==> src/design/ls_defs.svh <==
`ifndef LS_DEFS_SVH
`define LS_DEFS_SVH

//////////////////////////////////////////////////
// Datapath widths
//////////////////////////////////////////////////

`define XLEN 32
`define ROB_TAG_LEN 5

//////////////////////////////////////////////////
// Queue and memory sizing
//////////////////////////////////////////////////

// Queue depth must stay a power of two so the pointers wrap on their own.
`define LSQ_DEPTH 4

// Addresses wrap modulo this many words.
`define DMEM_WORDS 256
`define DMEM_LATENCY 2

`endif

==> src/design/ls_pkg.sv <==
`default_nettype none

`include "ls_defs.svh"

package ls_pkg;

    typedef enum logic [1:0] {
        BUS_NONE  = 2'h0,
        BUS_LOAD  = 2'h1,
        BUS_STORE = 2'h2
    } bus_command_e;

    // Access size, taken from the low two bits of func3.
    typedef enum logic [1:0] {
        BYTE = 2'h0,
        HALF = 2'h1,
        WORD = 2'h2
    } mem_size_e;

    typedef enum logic [1:0] {
        LS_LOAD  = 2'h0,
        LS_LOADU = 2'h1,
        LS_STORE = 2'h2
    } ls_func_e;

    typedef struct packed {
        logic [`XLEN-1:0]        value_src1;
        logic [`XLEN-1:0]        value_src2;
        logic [`XLEN-1:0]        imm;
        logic [2:0]              func3;
        ls_func_e                func;
        logic [`ROB_TAG_LEN-1:0] insn_tag;
    } ls_insn_t;

    typedef struct packed {
        ls_insn_t     insn;
        bus_command_e mem_command;
    } ls_unit_pack_t;

    typedef struct packed {
        logic [`XLEN-1:0]        wb_data;
        logic [`ROB_TAG_LEN-1:0] inst_tag;
    } ls_result_t;

    // One memory word, addressed either by byte lane or by halfword lane.
    typedef union packed {
        logic [`XLEN/8-1:0][7:0]   byte_lane;
        logic [`XLEN/16-1:0][15:0] half_lane;
    } mem_word_u;

endpackage

`default_nettype wire

==> src/design/ls_queue.sv <==
`timescale 1ns/1ps
`default_nettype none

`include "ls_defs.svh"

module ls_queue (
    input  logic                  clk,
    input  logic                  arst_n,
    input  ls_pkg::ls_unit_pack_t insn_in,
    input  logic                  insn_valid,
    output logic                  insn_ready,
    output ls_pkg::ls_unit_pack_t head,
    output logic                  head_valid,
    input  logic                  done
);

    import ls_pkg::*;

    localparam int PTR_W = $clog2(`LSQ_DEPTH);
    localparam logic [PTR_W:0] FULL_COUNT = (PTR_W + 1)'(`LSQ_DEPTH);

    ls_unit_pack_t    entries [`LSQ_DEPTH];
    logic [PTR_W-1:0] wr_ptr;
    logic [PTR_W-1:0] rd_ptr;
    logic [PTR_W:0]   count;
    logic             push;
    logic             pop;

    if ((`LSQ_DEPTH & (`LSQ_DEPTH - 1)) != 0) begin : g_depth_check
        $error("LSQ_DEPTH must be a power of two");
    end

    assign insn_ready = (count != FULL_COUNT);
    assign head_valid = (count != '0);
    assign head       = entries[rd_ptr];

    assign push = insn_valid && insn_ready;
    assign pop  = done && head_valid;

    //////////////////////////////////////////////////
    // Pointers and occupancy
    //////////////////////////////////////////////////

    always_ff @(posedge clk or negedge arst_n) begin
        if (!arst_n) begin
            wr_ptr <= '0;
            rd_ptr <= '0;
            count  <= '0;
        end else begin
            if (push) begin
                wr_ptr <= wr_ptr + 1'b1;
            end
            if (pop) begin
                rd_ptr <= rd_ptr + 1'b1;
            end
            case ({push, pop})
                2'b10:   count <= count + 1'b1;
                2'b01:   count <= count - 1'b1;
                default: count <= count;
            endcase
        end
    end

    // Each push writes the slot at the write pointer.
    always_ff @(posedge clk) begin
        if (push) begin
            entries[wr_ptr] <= insn_in;
        end
    end

    //////////////////////////////////////////////////
    // Checks
    //////////////////////////////////////////////////

    // The unit may only complete the instruction the queue is presenting.
    assert property (@(posedge clk) disable iff (!arst_n)
        done |-> head_valid)
    else $error("done raised with no valid head entry");

    assert property (@(posedge clk) disable iff (!arst_n)
        count <= FULL_COUNT)
    else $error("queue occupancy %0d exceeds depth", count);

endmodule

`default_nettype wire

==> config.mk <==
export PLATFORM = sky130hd
export DESIGN_NAME = ls_queue
export DESIGN_NICKNAME = d
export VERILOG_FILES = /design/src/design/ls_pkg.sv /design/src/design/ls_queue.sv
export VERILOG_INCLUDE_DIRS = /design/src /design/src/design
export SDC_FILE = /design/constraint.sdc
export NUM_CORES = 1
export LEC_CHECK = 0
export BUFFER_PORTS_ARGS = -buffer_cell sky130_fd_sc_hd__buf_4
export CORE_MARGIN = 2
export CORE_UTILIZATION = 40
export DETAILED_ROUTE_END_ITERATION = 8
export GPL_ROUTABILITY_DRIVEN = 0
export RECOVER_POWER = 25
export SLEW_MARGIN = 20
export SYNTH_ARGS = -nofsm -noshare
export SYNTH_HDL_FRONTEND = slang
export SYNTH_SLANG_ARGS = --single-unit
export TNS_END_PERCENT = 10
==> constraint.sdc <==
create_clock -name clk -period 2.9 [get_ports clk]
set_input_delay 0.58 -clock clk [delete_from_list [all_inputs] [get_ports clk]]
set_output_delay 0.58 -clock clk [all_outputs]
set_load 0.02 [all_outputs]
Word-level counts from Yosys, hierarchy flattened
Memories as Yosys holds them, arrays and structs flattened.
Index checks and enable logic that the tools add are counted.

word-level totals
  flip-flop bits (word level) = 7
  memory bits (writable) = 432
  input port bits = 112
  memories = 1

operators by class
  $add $sub $neg = 4
  equality and inequality tests = 3
  mux-type cells = 3
  reduce and logical (&&, ||, !) cells = 4

memories
  name     depth  bits a word  read ports  clocked after Yosys merged registers in  write ports  RTL line        source
  entries  4      108          1           0                                        1            ls_queue.sv:22  ls_unit_pack_t entries [`LSQ_DEPTH];

operator list
  cell                                              number
  case mux 3 bit (2 select lines)                   1
  adder 2 x 1 -> 2 bit, second input constant       2
  adder 3 x 1 -> 3 bit, second input constant       1
  != test 3 bit, second input constant              1
  nonzero test 3 bit                                1
  subtractor 3 x 1 -> 3 bit, second input constant  1
  == test 2 x 1 -> 1 bit, second input constant     1
  == test 2 bit, second input constant              1
  logical AND 1 bit                                 2
  two-way mux 1 bit                                 2
  nonzero test 2 bit                                1

Depth between registers and ports, before layout
  word-level depth = 4
  mapped depth = 9
  gate-level depth less buffers = 9

Worst setup path after synthesis
No wires, ideal clock.

  path type = reg-to-reg
  from = register count[2]
  to = memory entries[0][0] in the netlist's numbering (enable)
  data arrival time = 2.084 ns
  data required time = 2.481 ns
  slack = 0.397 ns
  cell stages (with the launch flop) = 3
  buffers on the path = 0
  cell sequence = dfrtp_1 > or3b_4 > and3_2

on the way
  cells in the longest elaborated chain, start to end = 4

ends and longest elaborated chain
  what                                     RTL line        source
  start, declared                          ls_queue.sv:25  logic [PTR_W:0] count;
  start signal, assigned                   ls_queue.sv:57  2'b10: count <= count + 1'b1;
  start signal, assigned                   ls_queue.sv:58  2'b01: count <= count - 1'b1;
  start signal, assigned                   ls_queue.sv:59  default: count <= count;
  != test 3 bit                            ls_queue.sv:33  assign insn_ready = (count != FULL_COUNT);
  net insn_ready                           ls_queue.sv:11  output logic insn_ready,
  logical AND 1 bit                        ls_queue.sv:37  assign push = insn_valid && insn_ready;
  two-way mux 1 bit                        ls_queue.sv:66  if (push) begin
  two-way mux 1 bit (implied by the code)  ls_queue.sv:67  entries[wr_ptr] <= insn_in;
  end, declared                            ls_queue.sv:22

The timed path passes the listed nets, and every way through them passes these cells.

==> out/qor.yml <==
route:
  vias_per_cell: 4.95
  drc: 0
  wl_per_cell_um: 21.1
  ant_nets: 0
  vias: 7100
  firstDrtPassIters: 4
  initialDrtViolationCount: 377
  wl_um: 30300
cells_and_area:
  layout-drive-gt1-share: 0.399
  mostFrequentLayoutCell: "edfxtp_1"
  area_delta_synth_final_pct: 24.4
  fillers: 3173
  final_nets: 994
  final_cell_area_um2: 19800
  final_cell_mix: "432 x edfxtp_1, 165 x buf_4, 108 x mux4_2"
die:
  coreArea_um2: 39500
  die-height_um: 204
  start_util: 0.403
  rows: 73
  fp.dieW_um: 204
  io_pins: 222
  design.die.area_um2: 41500
global_route:
  grt_pass1_vias: 7537
  grt_use_total: 0.146
  grt_start_max_net_pins: 60
  gr-total-overflow: 0
  grt_pass1_wl_um: 45000
  antenna_found_initial: 2
clock_network:
  clk_pin_slew_ps: 60
  clockRootBuffer: "clkbuf_16"
  numCtsBuffers: 45
  cts_num_sinks: 439
  cts.htree.levels: 2
  cts_tree: "built"
  cts_resized: 0
  clock_path_buffers: 3
  clock_latency_ps: 560
sta:
  slew_violations: 0
  holdWs_ps: 227
  period_needed_ps: 2820
  fin_crit_sh: 0.972
  worstMarginPinSlew_ps: 657
  setup_viol: 0
  fmaxAchievable_ghz: 0.355
  tns_ps: 0
  hold_violations: 0
  clock_skew_ps: 12.5
  grt_setup_unrepaired: "no"
  max_slew_margin: 0.562
synthesis:
  avgSynthCellArea_um2: 26.5
  syn_nets: 719
  syn_area_um2: 15900
  ys_warn_count: 0
  synth_top_area_share: 0.813
  syn_inst: 601
  synth_area_leaders: "edfxtp_1 81%, mux4_2 15%, dfrtp_1 1.1%, buf_2 0.47%, ha_1 0.39%"
  yosys.area.top_type: "edfxtp_1"
  ys_types: 20
  yosysSeqAreaShare: 0.824
  synth-seq-cells: 439
critical_path:
  worst_path_largest_cell_delay_ps: 850
  path_cells: "buf_4 > mux4_2 > buf_4"
  cp_num_buf_inv: 2
  crit_arrival_ps: 2240
  crit_path_start_kind: "flop"
  worstSetupPathType: "reg2out"
  cp_common_cell: "buf_4"
  worstPathRequired_ps: 2320
  critPathSlowestCell: "dfrtp_4"
  path_max_fanout: 33
  critical-path-top-delay-family: "flip-flops"
  endpoint_kind: "output pin"
outcome:
  outcome: "completed"
power_and_ir_drop:
  power_density_nw_per_um2: 1100
  vdd_drop_max_mv: 0.533
  power_leakage_nw: 6.61
placed_design:
  place_area_um2: 18600
  dp_hpwl_um: 18600
  port_buffers: 221
min_path:
  hp-class: "in2reg"
run:
  cap_violations: 0
[timing repair]
| item | CTS | global route |
|---|---|---|
| hold buffers | 1 | 0 |
| setup buffers | 0 | 6 |
| setup endpoints to repair | 0 | 7 |
| hold endpoints to repair | 7 | 0 |
[final cells by class]
cell class / instances / area, um2 / share of cell area
sequential: 439 / 13200 / 0.663
multi-input combinational: 132 / 2680 / 0.135
timing repair buffer: 252 / 1860 / 0.0940
clock buffer: 58 / 1220 / 0.0614
tap: 525 / 657 / 0.0331
clock inverter: 21 / 234 / 0.0118
inverter: 6 / 22.5 / 0.00114
antenna: 1 / 2.50 / 0.000126
[through the flow]
step                      total power [mW]   util  setup slack [ps]  std cells
after floorplan                       13.2      -               397        601
after global routing                  22.8  0.502              5.89       1434
final                                 21.8  0.502              82.5       1434
after CTS                             22.2  0.506              20.8       1427
after detailed placement              16.5  0.470               615       1347
after global placement                16.4  0.470               636       1347
[state kept, by name, summed over array words and instances, names as in the netlist]
name     count
wr_ptr       2
rd_ptr       2
count        3
entries    432
[per-layer routing]
layer | wire, um | GRT usage | part of all wire | up-vias
li1 | - | - | - | 3150
met1 | 12400 | 0.185 | 0.41 | 3708
met2 | 15000 | 0.238 | 0.50 | 196
met3 | 2220 | 0.0449 | 0.073 | 44
met4 | 627 | 0.0521 | 0.021 | 2
met5 | 11 | 0 | 0.00036 | -
[synthesized netlist by cell type (all sizes together)]
master	number
and2	1
and3	4
buf	23
clkbuf	1
dfrtp	7
edfxtp	432
fa	1
ha	5
inv	6
mux2	1
mux2i	1
mux4	108
nand2	1
nor2	1
o31a	1
or3	1
or3b	1
xnor2	3
xor2	3
[kinds of logic after synthesis]
| logic type | count (synthesis) | synth area share |
|---|---|---|
| AO/OA/AOI/OAI | 1 | 0.000628 |
| XOR/XNOR | 6 | 0.00330 |
| multiplexers | 110 | 0.154 |
| AND/OR/NAND/NOR | 9 | 0.00408 |
| buffers and inverters | 30 | 0.00824 |
| adder cells (fa/ha/maj) | 6 | 0.00518 |
| flip-flops | 439 | 0.824 |
[power breakdown]
group / switching (mW) / internal, mW
logic: 3.91 / 3.48
registers: 0.404 / 8.38
clock network: 2.24 / 3.40
total: 6.55 / 15.3
[path summary, 6_finish.rpt]
check / slack, ps / cells after the start / end / start
setup / recovery: 80 / 3 / head[79] / rd_ptr[1]$_DFFE_PN0P_
hold / removal: 230 / 1 / entries[2][90]$_DFFE_PP_ / insn_in[90]
setup reg to reg: 700 / 9 / count[2]$_DFFE_PN0P_ / count[0]$_DFFE_PN0P_
hold reg to reg: 500 / 1 / count[2]$_DFFE_PN0P_ / count[2]$_DFFE_PN0P_
max in group asynchronous: 2370 / 2 / rd_ptr[1]$_DFFE_PN0P_ / arst_n
min in group asynchronous: 380 / 2 / wr_ptr[1]$_DFFE_PN0P_ / arst_n
No activity file was read; power rests on OpenSTA's default activity.
