[config.mk]
export PLATFORM = sky130hd
export DESIGN_NAME = ls_unit
export DESIGN_NICKNAME = d
export VERILOG_FILES = /design/src/design/ls_pkg.sv /design/src/design/ls_unit.sv
export VERILOG_INCLUDE_DIRS = /design/src /design/src/design
export SDC_FILE = /design/constraint.sdc
export NUM_CORES = 1
export LEC_CHECK = 0
export BUFFER_PORTS_ARGS = -buffer_cell sky130_fd_sc_hd__buf_4
export CAP_MARGIN = 40
export CORE_AREA = 2 2 96 98
export DETAILED_ROUTE_END_ITERATION = 16
export DIE_AREA = 0 0 98 100
export GPL_ROUTABILITY_DRIVEN = 0
export GPL_TIMING_DRIVEN = 0
export PLACE_DENSITY = 0.82
export REMOVE_ABC_BUFFERS = 1
export SYNTH_ARGS = -nofsm -noshare
export SYNTH_HDL_FRONTEND = slang
export SYNTH_SLANG_ARGS = --single-unit
export TNS_END_PERCENT = 10
[constraint.sdc]
create_clock -name vclk -period 2.6
set_input_delay 0.13 -clock vclk [all_inputs]
set_output_delay 0.13 -clock vclk [all_outputs]
set_load 0.02 [all_outputs]
[src/design/ls_defs.svh]
`ifndef LS_DEFS_SVH
`define LS_DEFS_SVH

//////////////////////////////////////////////////
// Datapath widths
//////////////////////////////////////////////////

`define XLEN 32
`define ROB_TAG_LEN 5

//////////////////////////////////////////////////
// Queue and memory sizing
//////////////////////////////////////////////////

// Queue depth must stay a power of two so the pointers wrap on their own.
`define LSQ_DEPTH 4

// Addresses wrap modulo this many words.
`define DMEM_WORDS 256
`define DMEM_LATENCY 2

`endif

[src/design/ls_pkg.sv]
`default_nettype none

`include "ls_defs.svh"

package ls_pkg;

    typedef enum logic [1:0] {
        BUS_NONE  = 2'h0,
        BUS_LOAD  = 2'h1,
        BUS_STORE = 2'h2
    } bus_command_e;

    // Access size, taken from the low two bits of func3.
    typedef enum logic [1:0] {
        BYTE = 2'h0,
        HALF = 2'h1,
        WORD = 2'h2
    } mem_size_e;

    typedef enum logic [1:0] {
        LS_LOAD  = 2'h0,
        LS_LOADU = 2'h1,
        LS_STORE = 2'h2
    } ls_func_e;

    typedef struct packed {
        logic [`XLEN-1:0]        value_src1;
        logic [`XLEN-1:0]        value_src2;
        logic [`XLEN-1:0]        imm;
        logic [2:0]              func3;
        ls_func_e                func;
        logic [`ROB_TAG_LEN-1:0] insn_tag;
    } ls_insn_t;

    typedef struct packed {
        ls_insn_t     insn;
        bus_command_e mem_command;
    } ls_unit_pack_t;

    typedef struct packed {
        logic [`XLEN-1:0]        wb_data;
        logic [`ROB_TAG_LEN-1:0] inst_tag;
    } ls_result_t;

    // One memory word, addressed either by byte lane or by halfword lane.
    typedef union packed {
        logic [`XLEN/8-1:0][7:0]   byte_lane;
        logic [`XLEN/16-1:0][15:0] half_lane;
    } mem_word_u;

endpackage

`default_nettype wire

[src/design/ls_unit.sv]
`timescale 1ns/1ps
`default_nettype none

`include "ls_defs.svh"

module ls_unit (
    input  ls_pkg::ls_unit_pack_t insn_in,
    input  logic                  en,
    input  logic                  mem_hit,
    input  logic [`XLEN-1:0]      load_data,
    output ls_pkg::bus_command_e  mem_command,
    output logic [`XLEN-1:0]      mem_addr,
    output logic [2:0]            func3,
    output logic [`XLEN-1:0]      proc2dmem_data,
    output ls_pkg::ls_result_t    result,
    output logic                  done
);

    import ls_pkg::*;

    logic [`XLEN-1:0] eff_addr;
    mem_word_u        load_word;
    mem_size_e        size;

    // Picks the addressed lane out of the returned word and widens it.
    function automatic logic [`XLEN-1:0] extract_load(
        input mem_word_u word,
        input logic [1:0] lane,
        input mem_size_e  sz,
        input logic       sign_ext
    );
        logic [7:0]  b;
        logic [15:0] h;
        b = word.byte_lane[lane];
        h = word.half_lane[lane[1]];
        case (sz)
            BYTE:    return {{(`XLEN-8){sign_ext & b[7]}}, b};
            HALF:    return {{(`XLEN-16){sign_ext & h[15]}}, h};
            default: return word;
        endcase
    endfunction

    assign eff_addr  = insn_in.insn.value_src1 + insn_in.insn.imm;
    assign load_word = load_data;
    assign size      = mem_size_e'(insn_in.insn.func3[1:0]);

    always_comb begin
        mem_command    = BUS_NONE;
        mem_addr       = '0;
        func3          = 3'b0;
        proc2dmem_data = '0;
        result         = '0;
        done           = 1'b0;

        if (en) begin
            mem_addr    = eff_addr;
            func3       = insn_in.insn.func3;
            mem_command = insn_in.mem_command;

            if (insn_in.mem_command == BUS_STORE) begin
                // Lane placement is left to the memory.
                proc2dmem_data = insn_in.insn.value_src2;
            end else if (insn_in.mem_command == BUS_LOAD && mem_hit) begin
                if (insn_in.insn.func == LS_LOAD) begin
                    result.wb_data = extract_load(load_word, eff_addr[1:0], size, 1'b1);
                end else if (insn_in.insn.func == LS_LOADU) begin
                    result.wb_data = extract_load(load_word, eff_addr[1:0], size, 1'b0);
                end else begin
                    result.wb_data = '0;
                end
            end

            result.inst_tag = insn_in.insn.insn_tag;
            done            = mem_hit;
        end
    end

    // Anything the queue presents as valid must be a real bus request.
    always_comb begin
        if (en) begin
            assert final (insn_in.mem_command != BUS_NONE)
            else $error("valid head carries BUS_NONE command");
        end
    end

endmodule

`default_nettype wire

==> Yosys cells after proc, flatten, opt, wreduce, memory -nomap -nowiden <==
Index checks and enable logic that the tools add are counted.
{ "op_classes": {"n_div": 0, "muxes": 17, "n_addsub": 1, "order_cmp": 2, "bitwise": 0, "n_eq_ne": 4, "reduce_logical": 3, "mul": 0, "shifts": 0} }
{ "op_table": {"columns": ["op", "n"], "rows": [
  ["2-to-1 mux 32 bit", 7],
  ["case mux 32 bit (2 select lines)", 2],
  ["2-to-1 mux 37 bit", 1],
  ["adder 32 bit", 1],
  ["2-to-1 mux 16 bit", 2],
  ["binary-select mux 8 bit (select 2 bit)", 1],
  ["2-to-1 mux 8 bit", 1],
  ["== test 2 x 1 -> 1 bit (second input constant)", 3],
  ["logical NOT 2 bit", 2],
  ["< comparator 2 x 3 -> 1 bit (second input constant)", 1],
  ["2-to-1 mux 3 bit", 1],
  ["== test 2 bit (second input constant)", 1],
  ["< comparator 1 x 2 -> 1 bit (second input constant)", 1],
  ["2-to-1 mux 2 bit", 1],
  ["logical AND 1 bit", 1],
  ["2-to-1 mux 1 bit", 1]
]} }
{ "word_totals": {"mem_bits_rw": 0, "n_memories": 0, "wordCells": 27, "rom_bits": 0, "latch_bits": 0, "ff_bits": 0} }

==> Longest topological paths before layout <==
{ "logic_depth": {"depth_word": 9, "depth_mapped": 10, "depth_no_buf": 8} }

==> Worst setup path after synthesis <==
Ideal clock, no wire load.
{ "synth_path": {"path_type": "input-to-output", "startpoint": "input port insn_in[12] (netlist bit)", "endpoint": "output port result[13] (netlist bit)", "slack_ns": -0.116, "required_ns": 2.470, "cell_stages": 8, "arrival_ns": 2.586, "path_buffers": 1, "cell_sequence": "ha_1 > fa_1 > mux4_2 > nand2b_2 > or4_4 > and2_1 > clkbuf_1 > a211oi_1"} }
{ "synth_lines": {"columns": ["element", "line_no", "source"], "rows": [
  ["start, declared", "ls_unit.sv:7", "input ls_pkg::ls_unit_pack_t insn_in,"],
  ["end, declared", "ls_unit.sv:15", "output ls_pkg::ls_result_t result,"]
]} }

==> reports/results.tsv <==
stage	metric	value	unit
pwr	Logic pwr share	100.0	%
worst_setup_path	WP depth	10	
worst_setup_path	CP Cell Sequence	buf_6, ha_4, fa_2, mux4_2, nand2b_4, or4_4, a21oi_4, nor2_1, a211oi_2, buf_4	
floorplanning	row count	35	
route	Final ANT Viol Nets	0	
route	via count	4646	
synth	Synth cell types	57	
worst_setup_path	CP Launch Type	input pin	
sta	hold slack	0.563	ns
floorplanning	I/O Pins	249	
grt	initial antenna violation count	0	
grt	Congestion Overflow GR	0	
place	dpl ws	-0.797	ns
clock_tree	hold buffers post-CTS	0	
cells_and_area	ant diodes	0	
pwr	Internal	0.000529	W
synth	synth top area cells	ha_1 (13%), and2_1 (9.3%), o21a_1 (6.6%)	
sta	RSZ-0062 raised after global routing	true	
place	Post-DP HPWL	11500	um
worst_setup_path	CP max stage delay	0.47	ns
pwr	PwrDens	232	mW/mm^2
grt	first-pass GRT wire length	21400	um
place	Inst Count DP	797	
cells_and_area	share of layout cells above drive strength 1	42.3	%
route	Pre-antenna DRT Iters	7	
min_path	Min-Delay Path Class	in2out	
pwr	switching share of total power	55.0	%
floorplanning	Initial Utilization	33.3	%
worst_setup_path	Crit. End Element	output port	
cells_and_area	fillers	837	
synth	Mean Syn Cell Area	6.47	um^2
route	total wire length	14300	um
min_path	hold path depth	3	
min_path	HP Start	insn_in[71]	
route	# DRC	0	
floorplanning	die area	0.00980	mm^2
cells_and_area	CLK BUF	0	
worst_setup_path	critical-path maximum fanout	7	
cells_and_area	fin cells	801	
worst_setup_path	critical path's top delay family	simple AND/OR/NAND/NOR gates	
sta	Final Critical Period	2.70	ns
floorplanning	die width	98	um
sta	final period utilization	104	%
cells_and_area	final core occ	57.0	%
sta	Final Hold Fails	0	
cells_and_area	FFs & Latches	0	
worst_setup_path	CP max-delay cell	fa_2	
route	Avg WL per Cell	17.8	um
floorplanning	core area	0.00889	mm^2
synth	Mapped Area	0.00296	mm^2
pwr	Leakage Power	2.49	nW
worst_setup_path	WP buf/inv	2	
sta	setup ws final	-0.0997	ns
grt	GRT Overall Usage	25.7	%
synth	Yosys top cell by area	ha_1	
cells_and_area	FF/Latch Area	0	um^2
grt	pin count of the biggest net entering global routing	39	
place	placed cell area	0.00489	mm^2
sta	Worst slew margin	38.5	%
sta	Tightest Pin Transition	0.922	ns
min_path	Worst Hold End	proc2dmem_data[27]	
route	Via-to-Cell Ratio	5.80	
worst_setup_path	Setup Crit Path Kind	in2out	
worst_setup_path	CP Data Arrival Time	2.57	ns
route	First DRT Iteration DRCs	320	
pwr	Clock Power Share	0	%
pwr	Net Sw Power	0.000645	W
sta	Fmax	370	MHz
run	max-cap violation count	0	
synth	cells after synthesis	458	
place	PortBufs	249	
floorplanning	chip height	100	um
sta	Slew Limit Fails	0	
cells_and_area	design area	0.00507	mm^2
worst_setup_path	required time worst endpoint	2.47	ns
grt	vias in the first global route	4280	
pwr	sequential share of power	0	%
cells_and_area	Nets	866	
pwr	peak supply drop	130	uV
synth	sequential-to-total area share from yosys stat	0	%
status	failing checks	setup timing	
status	status	finished, violations left	
synth	share of the synthesized area in the top cell type	13.1	%
cells_and_area	Syn-to-layout area delta	71.0	%
sta	# setup viols final	22	
synth	yosys warns	0	
==> through the flow <==
| step | TNS, ns | total power (W) |
|---|---|---|
| global route | -2.69 | 0.00125 |
| detailed placement | -16.23 | 0.00110 |
| CTS | -0.766 | 0.00114 |
| global placement | -16.69 | 0.00107 |
| finish | -0.753 | 0.00117 |
| floorplan | -5.06 | 0.000635 |
==> area by class of cell <==
class	instances	area [um^2]	share of cell area, %
inverter	8	30.0	0.593
multi-input combinational	427	2980	58.7
tap	111	139	2.74
timing repair buffer	255	1920	37.9
==> cells in the mapped netlist, types with 2 or more instances <==
| cell | n |
|---|---|
| nor2_1 | 48 |
| and2_1 | 44 |
| nand2_1 | 43 |
| a21oi_1 | 38 |
| ha_1 | 31 |
| o21a_1 | 26 |
| o21ai_0 | 25 |
| clkbuf_1 | 19 |
| nor3_1 | 18 |
| nand2b_1 | 15 |
| a211oi_1 | 13 |
| a21o_1 | 12 |
| o22ai_1 | 10 |
| mux2i_1 | 9 |
| nand3_1 | 8 |
| xor2_1 | 8 |
| inv_1 | 7 |
| a31oi_1 | 6 |
| xnor2_1 | 6 |
| o211ai_1 | 5 |
| o31ai_1 | 5 |
| a221oi_1 | 4 |
| and3_1 | 4 |
| buf_2 | 4 |
| mux2_2 | 4 |
| nand4_1 | 4 |
| a211o_1 | 3 |
| nor4_1 | 3 |
| or2_2 | 3 |
| a2bb2oi_1 | 2 |
| and4_1 | 2 |
| o21bai_1 | 2 |
| o311ai_0 | 2 |
| or4_1 | 2 |
==> metal layers <==
layer	GRT usage (%)	share of wire, %	vias up
met5	0	0	-
met4	5.02	2.1	0
met3	3.13	9.0	33
met2	48.6	51	268
met1	31.3	38	2181
li1	-	-	2164
==> layout by cell type (no fill, tap or decap), types with 15 or more instances in the layout <==
cell	netlist	layout
a21oi_1	38	35
nor3_1	18	17
nand2_1	43	43
nand2b_1	15	15
buf_4	0	253
ha_1	31	30
o21ai_0	25	24
and2_1	44	43
o21a_1	26	26
nor2_1	48	46
==> power by group through the flow <==
stage                     Combinational [W]  Clock [W]  Sequential (W)
final                               0.00117          0               0
after global routing                0.00125          0               0
after global placement              0.00107          0               0
after CTS                           0.00114          0               0
after floorplan                    0.000635          0               0
after detailed placement            0.00110          0               0
==> what timing repair did <==
action | in CTS | in global routing
buffers inserted | 3 | 1
setup endpoints to repair | 39 | 31
pin swaps | 6 | 5
resized for setup | 21 | 9
==> logic make-up after synthesis <==
logic type	share of synthesized area (%)
compound gates	38.5
xor+xnor	4.14
fa+ha+maj	13.8
buf+inv	4.10
mux	5.32
simple gates	34.2
==> worst max path at each step <==
stage	endpoint	slack [ns]	from
after floorplan	result[13]	-0.45	insn_in[12]
after global placement	result[16]	-0.73	insn_in[12]
after detailed placement	result[16]	-0.80	insn_in[12]
after CTS	result[15]	-0.08	insn_in[12]
after global routing	result[16]	-0.15	insn_in[12]
final	result[17]	-0.1	insn_in[12]
Power figures use the tool's default switching activity.
